`config.mk`:
```
export PLATFORM = sky130hd
export DESIGN_NAME = dcu_top
export DESIGN_NICKNAME = d
export VERILOG_FILES = /design/src/isa_pkg.sv /design/src/dcu_pkg.sv /design/src/dec_if.sv /design/src/apb_instr_port.sv /design/src/decoder.sv /design/src/decode_stage.sv /design/src/dec_out_queue.sv /design/src/dcu_top.sv
export SDC_FILE = /design/constraint.sdc
export NUM_CORES = 1
export LEC_CHECK = 0
export BUFFER_PORTS_ARGS = -buffer_cell sky130_fd_sc_hd__buf_2
export CORE_UTILIZATION = 40
export DETAILED_ROUTE_END_ITERATION = 12
export PLACE_DENSITY = 0.69
export SKIP_CTS_REPAIR_TIMING = 1
export SLEW_MARGIN = 40
export SYNTH_ARGS = -nofsm -noshare
export SYNTH_HDL_FRONTEND = slang
export SYNTH_SLANG_ARGS = --single-unit
```
`constraint.sdc`:
```
create_clock -name clk -period 3.68 [get_ports clk]
set_clock_uncertainty 0.15 [all_clocks]
set_input_delay 0.552 -clock clk [delete_from_list [all_inputs] [get_ports clk]]
set_output_delay 0.552 -clock clk [all_outputs]
set_load 0.02 [all_outputs]
```
`src/isa_pkg.sv`:
```
`default_nettype none

package isa_pkg;

    typedef logic [31:0] word_t;

    // primary opcode, bits 31:26.
    typedef enum logic [5:0] {
        OP_RT     = 6'h00, OP_REGIMM = 6'h01, OP_J     = 6'h02, OP_JAL   = 6'h03,
        OP_BEQ    = 6'h04, OP_BNE    = 6'h05, OP_BLEZ  = 6'h06, OP_BGTZ  = 6'h07,
        OP_ADDI   = 6'h08, OP_ADDIU  = 6'h09, OP_SLTI  = 6'h0a, OP_SLTIU = 6'h0b,
        OP_ANDI   = 6'h0c, OP_ORI    = 6'h0d, OP_XORI  = 6'h0e, OP_LUI   = 6'h0f,
        OP_LB     = 6'h20, OP_LH     = 6'h21, OP_LW    = 6'h23, OP_LBU   = 6'h24,
        OP_LHU    = 6'h25, OP_SB     = 6'h28, OP_SH    = 6'h29, OP_SW    = 6'h2b
    } op_t;

    // r-type function, bits 5:0.
    typedef enum logic [5:0] {
        F_SLL  = 6'h00, F_SRL  = 6'h02, F_SRA  = 6'h03, F_SLLV = 6'h04,
        F_SRLV = 6'h06, F_SRAV = 6'h07, F_JR   = 6'h08, F_JALR = 6'h09,
        F_ADD  = 6'h20, F_ADDU = 6'h21, F_SUB  = 6'h22, F_SUBU = 6'h23,
        F_AND  = 6'h24, F_OR   = 6'h25, F_XOR  = 6'h26, F_NOR  = 6'h27,
        F_SLT  = 6'h2a, F_SLTU = 6'h2b
    } func_t;

    // regimm selector in the rt field.
    typedef enum logic [4:0] {
        B_BLTZ   = 5'h00,
        B_BGEZ   = 5'h01,
        B_BLTZAL = 5'h10,
        B_BGEZAL = 5'h11
    } regimm_t;

    typedef enum logic [5:0] {
        ADD, ADDU, SUB, SUBU, SLT, SLTU, AND, OR, XOR, NOR, LUI,
        SLL, SRL, SRA, SLLV, SRLV, SRAV,
        BEQ, BNE, BGEZ, BLTZ, BGEZAL, BLTZAL, BGTZ, BLEZ,
        J, JAL, JR, JALR,
        LB, LBU, LH, LHU, LW, SB, SH, SW,
        RESERVED
    } decoded_op_t;

    typedef enum logic [3:0] {
        ALU_ADD, ALU_ADDU, ALU_SUB, ALU_SUBU, ALU_SLT, ALU_SLTU, ALU_AND, ALU_OR,
        ALU_XOR, ALU_NOR, ALU_SLL, ALU_SRL, ALU_SRA, ALU_LUI, ALU_PASSA
    } alufunc_t;

endpackage

`default_nettype wire

```
`src/dcu_pkg.sv`:
```
`default_nettype none

package dcu_pkg;

    import isa_pkg::*;

    typedef enum logic {RT, RD} regdst_t;
    typedef enum logic {REGB, IMM} alusrc_t;

    typedef enum logic [2:0] {
        T_BEQ, T_BNE, T_BGEZ, T_BLTZ, T_BGTZ, T_BLEZ
    } branch_t;

    typedef struct packed {
        alufunc_t alufunc;
        logic     regwrite;
        regdst_t  regdst;
        alusrc_t  alusrc;
        logic     memtoreg;
        logic     memwrite;
        logic     branch;
        branch_t  branch_type;
        logic     jump;
        logic     jr;
        logic     zeroext;
        logic     shamt_valid;
    } control_t;

    typedef struct packed {
        decoded_op_t op;
        control_t    ctl;
        logic [4:0]  rs;
        logic [4:0]  rt;
        logic [4:0]  rd;
        word_t       imm;
    } decoded_instr_t;

    // apb register map.
    localparam logic [3:0] REG_INSTR    = 4'h0;
    localparam logic [3:0] REG_STATUS   = 4'h4;
    localparam logic [3:0] REG_RI_COUNT = 4'h8;

endpackage

`default_nettype wire

```
`src/dec_if.sv`:
```
`timescale 1ns/1ps
`default_nettype none

interface dec_if
    import dcu_pkg::*;
();
    logic           valid;
    logic           ready;
    decoded_instr_t instr;
    logic           ri;

    modport source (output valid, output instr, output ri, input ready);
    modport sink (input valid, input instr, input ri, output ready);

endinterface

`default_nettype wire

```
`src/apb_instr_port.sv`:
```
`timescale 1ns/1ps
`default_nettype none

module apb_instr_port
    import isa_pkg::*;
    import dcu_pkg::*;
(
    input  logic        clk,
    input  logic        rst,
    input  logic [3:0]  paddr,
    input  logic        psel,
    input  logic        penable,
    input  logic        pwrite,
    input  logic [31:0] pwdata,
    output logic [31:0] prdata,
    output logic        pready,
    output logic        pslverr,
    output logic        in_valid,
    input  logic        in_ready,
    output word_t       in_word,
    input  logic        ri_pop,
    input  logic        queue_nonempty
);
    logic        access;
    logic        mapped;
    logic        instr_wr;
    logic        count_clr;
    logic        hold_full;
    word_t       hold_word;
    logic [31:0] ri_count;

    assign access  = psel && penable;
    assign mapped  = (paddr == REG_INSTR) || (paddr == REG_STATUS) || (paddr == REG_RI_COUNT);
    // instruction writes stall while the holding register is full.
    assign pready  = access && !(pwrite && (paddr == REG_INSTR) && hold_full);
    assign pslverr = access && !mapped;

    assign instr_wr  = pready && pwrite && (paddr == REG_INSTR);
    assign count_clr = pready && pwrite && (paddr == REG_RI_COUNT);

    // ****************************************
    // holding register.
    always_ff @(posedge clk) begin
        if (rst) begin
            hold_full <= 1'b0;
        end else if (instr_wr) begin
            hold_full <= 1'b1;
        end else if (in_valid && in_ready) begin
            hold_full <= 1'b0;
        end
    end

    always_ff @(posedge clk) begin
        if (instr_wr) begin
            hold_word <= pwdata;
        end
    end

    assign in_valid = hold_full;
    assign in_word  = hold_word;

    // reserved count, saturating.
    always_ff @(posedge clk) begin
        if (rst || count_clr) begin
            ri_count <= '0;
        end else if (ri_pop && (ri_count != '1)) begin
            ri_count <= ri_count + 1'b1;
        end
    end

    always_comb begin
        case (paddr)
            REG_INSTR:    prdata = hold_word;
            REG_STATUS:   prdata = {30'b0, queue_nonempty, hold_full};
            REG_RI_COUNT: prdata = ri_count;
            default:      prdata = '0;
        endcase
    end

endmodule

`default_nettype wire

```
`src/decoder.sv`:
```
`timescale 1ns/1ps
`default_nettype none

module decoder
    import isa_pkg::*;
    import dcu_pkg::*;
(
    input  word_t          instr_word,
    output logic           exception_ri,
    output decoded_instr_t instr
);
    op_t         opcode;
    func_t       func;
    regimm_t     rt_sel;
    logic        r_type;
    decoded_op_t op;
    control_t    ctl;

    assign opcode = op_t'(instr_word[31:26]);
    assign func   = func_t'(instr_word[5:0]);
    assign rt_sel = regimm_t'(instr_word[20:16]);
    assign r_type = (opcode == OP_RT);

    // ****************************************
    // operation select.
    always_comb begin
        op = RESERVED;
        case (opcode)
            OP_RT: begin
                case (func)
                    F_ADD:   op = ADD;
                    F_ADDU:  op = ADDU;
                    F_SUB:   op = SUB;
                    F_SUBU:  op = SUBU;
                    F_SLT:   op = SLT;
                    F_SLTU:  op = SLTU;
                    F_AND:   op = AND;
                    F_OR:    op = OR;
                    F_XOR:   op = XOR;
                    F_NOR:   op = NOR;
                    F_SLL:   op = SLL;
                    F_SRL:   op = SRL;
                    F_SRA:   op = SRA;
                    F_SLLV:  op = SLLV;
                    F_SRLV:  op = SRLV;
                    F_SRAV:  op = SRAV;
                    F_JR:    op = JR;
                    F_JALR:  op = JALR;
                    default: op = RESERVED;
                endcase
            end
            OP_REGIMM: begin
                case (rt_sel)
                    B_BLTZ:   op = BLTZ;
                    B_BGEZ:   op = BGEZ;
                    B_BLTZAL: op = BLTZAL;
                    B_BGEZAL: op = BGEZAL;
                    default:  op = RESERVED;
                endcase
            end
            OP_ADDI:  op = ADD;
            OP_ADDIU: op = ADDU;
            OP_SLTI:  op = SLT;
            OP_SLTIU: op = SLTU;
            OP_ANDI:  op = AND;
            OP_ORI:   op = OR;
            OP_XORI:  op = XOR;
            OP_LUI:   op = LUI;
            OP_BEQ:   op = BEQ;
            OP_BNE:   op = BNE;
            OP_BGTZ:  op = BGTZ;
            OP_BLEZ:  op = BLEZ;
            OP_J:     op = J;
            OP_JAL:   op = JAL;
            OP_LB:    op = LB;
            OP_LBU:   op = LBU;
            OP_LH:    op = LH;
            OP_LHU:   op = LHU;
            OP_LW:    op = LW;
            OP_SB:    op = SB;
            OP_SH:    op = SH;
            OP_SW:    op = SW;
            default:  op = RESERVED;
        endcase
    end

    // ****************************************
    // control bundle from the operation.
    always_comb begin
        ctl = '0;
        case (op)
            ADD, ADDU, SUB, SUBU, SLT, SLTU, AND, OR, XOR, NOR, LUI,
            SLL, SRL, SRA, SLLV, SRLV, SRAV: begin
                ctl.regwrite    = 1'b1;
                ctl.regdst      = r_type ? RD : RT;
                ctl.alusrc      = r_type ? REGB : IMM;
                ctl.zeroext     = !r_type && (op inside {AND, OR, XOR});
                ctl.shamt_valid = op inside {SLL, SRL, SRA};
            end
            BEQ, BNE, BGEZ, BLTZ, BGEZAL, BLTZAL, BGTZ, BLEZ: begin
                ctl.branch   = 1'b1;
                ctl.regwrite = op inside {BGEZAL, BLTZAL};
            end
            J, JAL, JR, JALR: begin
                ctl.jump     = 1'b1;
                ctl.jr       = op inside {JR, JALR};
                ctl.regwrite = op inside {JAL, JALR};
            end
            LB, LBU, LH, LHU, LW: begin
                ctl.regwrite = 1'b1;
                ctl.memtoreg = 1'b1;
                ctl.alusrc   = IMM;
            end
            SB, SH, SW: begin
                ctl.memwrite = 1'b1;
                ctl.alusrc   = IMM;
            end
            default: begin
                ctl = '0;
            end
        endcase

        case (op)
            ADD:               ctl.alufunc = ALU_ADD;
            ADDU:              ctl.alufunc = ALU_ADDU;
            SUB:               ctl.alufunc = ALU_SUB;
            SUBU:              ctl.alufunc = ALU_SUBU;
            SLT:               ctl.alufunc = ALU_SLT;
            SLTU:              ctl.alufunc = ALU_SLTU;
            AND:               ctl.alufunc = ALU_AND;
            OR:                ctl.alufunc = ALU_OR;
            XOR:               ctl.alufunc = ALU_XOR;
            NOR:               ctl.alufunc = ALU_NOR;
            LUI:               ctl.alufunc = ALU_LUI;
            SLL, SLLV:         ctl.alufunc = ALU_SLL;
            SRL, SRLV:         ctl.alufunc = ALU_SRL;
            SRA, SRAV:         ctl.alufunc = ALU_SRA;
            JR, JALR, RESERVED: ctl.alufunc = ALU_PASSA;
            default:           ctl.alufunc = ALU_ADD;
        endcase

        case (op)
            BNE:           ctl.branch_type = T_BNE;
            BGEZ, BGEZAL:  ctl.branch_type = T_BGEZ;
            BLTZ, BLTZAL:  ctl.branch_type = T_BLTZ;
            BGTZ:          ctl.branch_type = T_BGTZ;
            BLEZ:          ctl.branch_type = T_BLEZ;
            default:       ctl.branch_type = T_BEQ;
        endcase
    end

    assign exception_ri = (op == RESERVED);

    assign instr.op  = op;
    assign instr.ctl = ctl;
    assign instr.rs  = instr_word[25:21];
    assign instr.rt  = instr_word[20:16];
    assign instr.rd  = instr_word[15:11];
    // shift amount, then zero-extend, then sign-extend.
    assign instr.imm = ctl.shamt_valid ? {27'b0, instr_word[10:6]} :
                       ctl.zeroext     ? {16'b0, instr_word[15:0]} :
                                         {{16{instr_word[15]}}, instr_word[15:0]};

endmodule

`default_nettype wire

```
`src/decode_stage.sv`:
```
`timescale 1ns/1ps
`default_nettype none

module decode_stage
    import isa_pkg::*;
    import dcu_pkg::*;
(
    input  logic  clk,
    input  logic  rst,
    input  logic  in_valid,
    output logic  in_ready,
    input  word_t in_word,
    dec_if.source dec_out
);
    decoded_instr_t dec_instr;
    logic           dec_ri;

    decoder decoder0 (
        .instr_word   (in_word),
        .exception_ri (dec_ri),
        .instr        (dec_instr)
    );

    // takes a word when empty or when the current result leaves.
    assign in_ready = !dec_out.valid || dec_out.ready;

    always_ff @(posedge clk) begin
        if (rst) begin
            dec_out.valid <= 1'b0;
        end else if (in_valid && in_ready) begin
            dec_out.valid <= 1'b1;
        end else if (dec_out.ready) begin
            dec_out.valid <= 1'b0;
        end
    end

    always_ff @(posedge clk) begin
        if (in_valid && in_ready) begin
            dec_out.instr <= dec_instr;
            dec_out.ri    <= dec_ri;
        end
    end

endmodule

`default_nettype wire

```
`src/dec_out_queue.sv`:
```
`timescale 1ns/1ps
`default_nettype none

module dec_out_queue
    import dcu_pkg::*;
#(
    parameter int QUEUE_DEPTH = 4
) (
    input  logic           clk,
    input  logic           rst,
    dec_if.sink            dec_in,
    output logic           dec_valid,
    input  logic           dec_ready,
    output decoded_instr_t dec_instr,
    output logic           dec_ri,
    output logic           ri_pop,
    output logic           queue_nonempty
);
    localparam int PTR_W = $clog2(QUEUE_DEPTH);
    localparam logic [PTR_W:0] FULL_COUNT = (PTR_W + 1)'(QUEUE_DEPTH);

    decoded_instr_t   instr_mem [QUEUE_DEPTH];
    logic             ri_mem [QUEUE_DEPTH];
    logic [PTR_W-1:0] wr_ptr;
    logic [PTR_W-1:0] rd_ptr;
    logic [PTR_W:0]   count;
    logic             push;
    logic             pop;

    assign dec_in.ready   = (count != FULL_COUNT);
    assign queue_nonempty = (count != '0);
    assign dec_valid      = queue_nonempty;
    assign push           = dec_in.valid && dec_in.ready;
    assign pop            = dec_valid && dec_ready;

    // oldest entry sits at the read pointer.
    assign dec_instr = instr_mem[rd_ptr];
    assign dec_ri    = ri_mem[rd_ptr];

    always_ff @(posedge clk) begin
        if (push) begin
            instr_mem[wr_ptr] <= dec_in.instr;
            ri_mem[wr_ptr]    <= dec_in.ri;
        end
    end

    always_ff @(posedge clk) begin
        if (rst) begin
            wr_ptr <= '0;
            rd_ptr <= '0;
            count  <= '0;
            ri_pop <= 1'b0;
        end else begin
            ri_pop <= pop && dec_ri;
            if (push) begin
                wr_ptr <= wr_ptr + 1'b1;
            end
            if (pop) begin
                rd_ptr <= rd_ptr + 1'b1;
            end
            case ({push, pop})
                2'b10:   count <= count + 1'b1;
                2'b01:   count <= count - 1'b1;
                default: count <= count;
            endcase
        end
    end

endmodule

`default_nettype wire

```
`src/dcu_top.sv`:
```
`timescale 1ns/1ps
`default_nettype none

module dcu_top
    import isa_pkg::*;
    import dcu_pkg::*;
#(
    parameter int QUEUE_DEPTH = 4
) (
    input  logic           clk,
    input  logic           rst,
    input  logic [3:0]     paddr,
    input  logic           psel,
    input  logic           penable,
    input  logic           pwrite,
    input  logic [31:0]    pwdata,
    output logic [31:0]    prdata,
    output logic           pready,
    output logic           pslverr,
    output logic           dec_valid,
    input  logic           dec_ready,
    output decoded_instr_t dec_instr,
    output logic           dec_ri
);
    logic  in_valid;
    logic  in_ready;
    word_t in_word;
    logic  ri_pop;
    logic  queue_nonempty;

    dec_if dec_link ();

    // ****************************************
    // input side.
    apb_instr_port port0 (
        .clk            (clk),
        .rst            (rst),
        .paddr          (paddr),
        .psel           (psel),
        .penable        (penable),
        .pwrite         (pwrite),
        .pwdata         (pwdata),
        .prdata         (prdata),
        .pready         (pready),
        .pslverr        (pslverr),
        .in_valid       (in_valid),
        .in_ready       (in_ready),
        .in_word        (in_word),
        .ri_pop         (ri_pop),
        .queue_nonempty (queue_nonempty)
    );

    decode_stage stage0 (
        .clk      (clk),
        .rst      (rst),
        .in_valid (in_valid),
        .in_ready (in_ready),
        .in_word  (in_word),
        .dec_out  (dec_link.source)
    );

    // output side.
    dec_out_queue #(
        .QUEUE_DEPTH (QUEUE_DEPTH)
    ) queue0 (
        .clk            (clk),
        .rst            (rst),
        .dec_in         (dec_link.sink),
        .dec_valid      (dec_valid),
        .dec_ready      (dec_ready),
        .dec_instr      (dec_instr),
        .dec_ri         (dec_ri),
        .ri_pop         (ri_pop),
        .queue_nonempty (queue_nonempty)
    );

endmodule

`default_nettype wire

```
==> results.ini <==
[global_routing]
grt_pass1_wl_um=50300
antenna_found_initial=4
grt_overflow=0
grt_pass1_vias=8520
grt_util_all_layers=0.174
grt_max_degree=57

[logic_synthesis]
synthesis.nets=990
synthSimpleGateAreaFrac=0.0797
seq_area_frac_synth=0.695
async_reset_ff_frac=0
synth_top_family_by_area=multiplexers
synth_mux_area_frac=0.0973
ys_warn_count=0
synth_edf_count=312
avgSynthCellArea_um2=16.1
yosys.area_share.xor_xnor=0.0199
synth.distinct_cells=75
synth_area_mm2=0.0149
synth_compound_area_frac=0.0636
synth_area_leaders=edfxtp_1, mux4_2, dfxtp_1, a22o_1, nor2_1
ys_ff_latch=362
yosys.area_share.adder=0.0181
synth-main-ff-cell=edfxtp_1
syn_inst=927
yosys.area.top_type_share=0.628
synth_top_cell_by_area=edfxtp_1

[worst_setup_path]
crit_path_cell_trace=buf_6, a21oi_1, a21oi_1, o22ai_1, a22oi_1, o211ai_1, inv_1, ha_1, or2_2, o211ai_1, a21oi_1, a311oi_2, or4b_1
worst_setup_path_start_kind=register
crit_slowest_cell=edfxtp_1
worst_ep_arrival_time_ns=3.66
cp-end-kind=register
critPathMaxStageDelay_ns=0.53
r2r_start=port0.in_word[31]
required_ns=3.80
crit_start=port0.in_word[31]
path_common_cell=a21oi_1
worstPathMaxFanout=9
crit_type=register to register

[placement]
dpl.hpwl_um=22100
dpl_cell_area_mm2=0.0163
placement.setup.worst_slack_ns=0.151
gp_congestion=0.882
dp_cells=1523
numPortBuffers=147

[routing]
first_iter_violations=686
postRouteAntennaNets=0
vias=8513
totalWireLength_um=32900
dr.pass1.iters=5
wl_per_cell_um=20.6
drc=0
avgViaCountPerCell=5.34

[timing]
finalMaxSlewViolations=0
finalHoldViolations=0
timing.fmax_mhz=282
finalSetupViolCount=0
finalSetupTns_ns=0
rsz0062_at_grt=false
final.period_utilization=0.962
slew_headroom=0.439
worst_pin_slew_ns=0.818
period_needed_ns=3.54
holdWs_ns=0.0374
worst_slack_ns=0.139

[clock_tree]
cts_sinks=362
numCtsBuffers=37
clkLatencyLatePin_ns=0.54
cts_root_buf=clkbuf_16
clock_path_buffers=3
cts_tree=built
clk_pin_slew_ns=0.06
htree_levels=2

[worst_hold_path]
hp-class=primary input to register
min_from=pwdata[11]

[power]
leakage_nw=6.01
vdd_drop_max_mv=0.279
power_mw=7.99
p_per_area_mw_per_mm2=456

[floorplan]
rows=70
die_y_um=195
start_util=0.407
io_pins=148
core_mm2=0.0367
die_w_um=195
dieArea_mm2=0.0381

[run_status]
outcome=complete, no violations

[layout]
multiInputGateArea_mm2=0.00420
design_area_mm2=0.0175
final_common_cell=edfxtp_1
drive_gt1_frac=0.292
syn_to_final_growth_pct=17.3
fin_cells=1595
regArea_mm2=0.0104
most-common-layout-cells=edfxtp_1, buf_2, nor2_1
fillCellCount=3121
final_nets=1161
final_util=0.477

[job]
maxCapViolCount=0

path summary, 6_finish.rpt:
check	end	depth (start not counted)	slack, ns
worst max-delay path	stage0.dec_out.instr[59]	13	0.14
worst min-delay path	port0.in_word[11]	1	0.04
worst max register to register	stage0.dec_out.instr[59]	13	0.14
worst min register to register	stage0.dec_out.instr[43]	0	0.30
layer usage:
| metal | vias to the layer above | part of all wire | GRT usage |
|---|---|---|---|
| met4 | 0 | 0.026 | 0.0630 |
| li1 | 3930 | - | - |
| met5 | - | 0 | 0 |
| met1 | 4263 | 0.44 | 0.235 |
| met3 | 63 | 0.052 | 0.0320 |
| met2 | 257 | 0.48 | 0.282 |
synthesized netlist by cell type, types with 5 or more instances:
| cell | n |
|---|---|
| a211oi_1 | 5 |
| a21oi_1 | 31 |
| a22o_1 | 31 |
| a31oi_1 | 8 |
| and2_1 | 7 |
| and3_1 | 7 |
| and4_1 | 5 |
| buf_1 | 6 |
| buf_2 | 7 |
| buf_4 | 17 |
| clkbuf_1 | 21 |
| dfxtp_1 | 50 |
| edfxtp_1 | 312 |
| ha_1 | 20 |
| inv_1 | 27 |
| mux2_2 | 8 |
| mux2i_1 | 9 |
| mux4_2 | 56 |
| nand2_1 | 34 |
| nand2b_1 | 8 |
| nand3_1 | 17 |
| nand4_1 | 10 |
| nor2_1 | 67 |
| nor2b_1 | 16 |
| nor3_1 | 8 |
| nor3b_1 | 7 |
| nor4_1 | 6 |
| o211ai_1 | 7 |
| o21ai_0 | 21 |
| or3_1 | 8 |
| xnor2_1 | 17 |
| xor2_1 | 17 |
flip-flops by register name, summed over array words and instances (netlist names), named ones only:
register              cells
queue0.ri_mem             4
port0.in_word            32
stage0.dec_out.ri         1
queue0.ri_pop             1
queue0.instr_mem        220
stage0.dec_out.instr     55
queue0.count              3
port0.in_valid            1
queue0.wr_ptr             2
port0.ri_count           32
stage0.dec_out.valid      1
queue0.rd_ptr             2
cell type report:
type / instances / area share
tap: 468 / 0.0334
sequential: 362 / 0.592
timing repair buffer: 185 / 0.0642
clock buffer: 47 / 0.0556
multi-input combinational: 483 / 0.239
clock inverter: 19 / 0.00836
antenna: 2 / 0.000286
inverter: 29 / 0.00650
cell families after synthesis:
kind of cell / after synthesis
DFF: 362
muxes: 74
buffers and inverters: 82
and+or+nand+nor: 220
AOI/OAI and AO/OA: 134
adders and majority gates: 21
xor gates and xnor gates: 34
worst max-delay path, delay by kind of cell, from the launching register on:
kind                       cells  cell delay [ns]
AOI/OAI and AO/OA              8             1.26
and+or+nand+nor                2             0.76
DFF                            1             0.53
buffers and inverters          2             0.32
adders and majority gates      1             0.25
power by group:
group          internal, mW  total [mW]  leakage [nW]  switching [mW]
clock network          1.96        3.48         0.540            1.52
logic                0.0396       0.102          2.25          0.0629
registers              4.40        4.41          3.22         0.00377
total                  6.40        7.99          6.01            1.58
(Power assumes the default switching activity.)
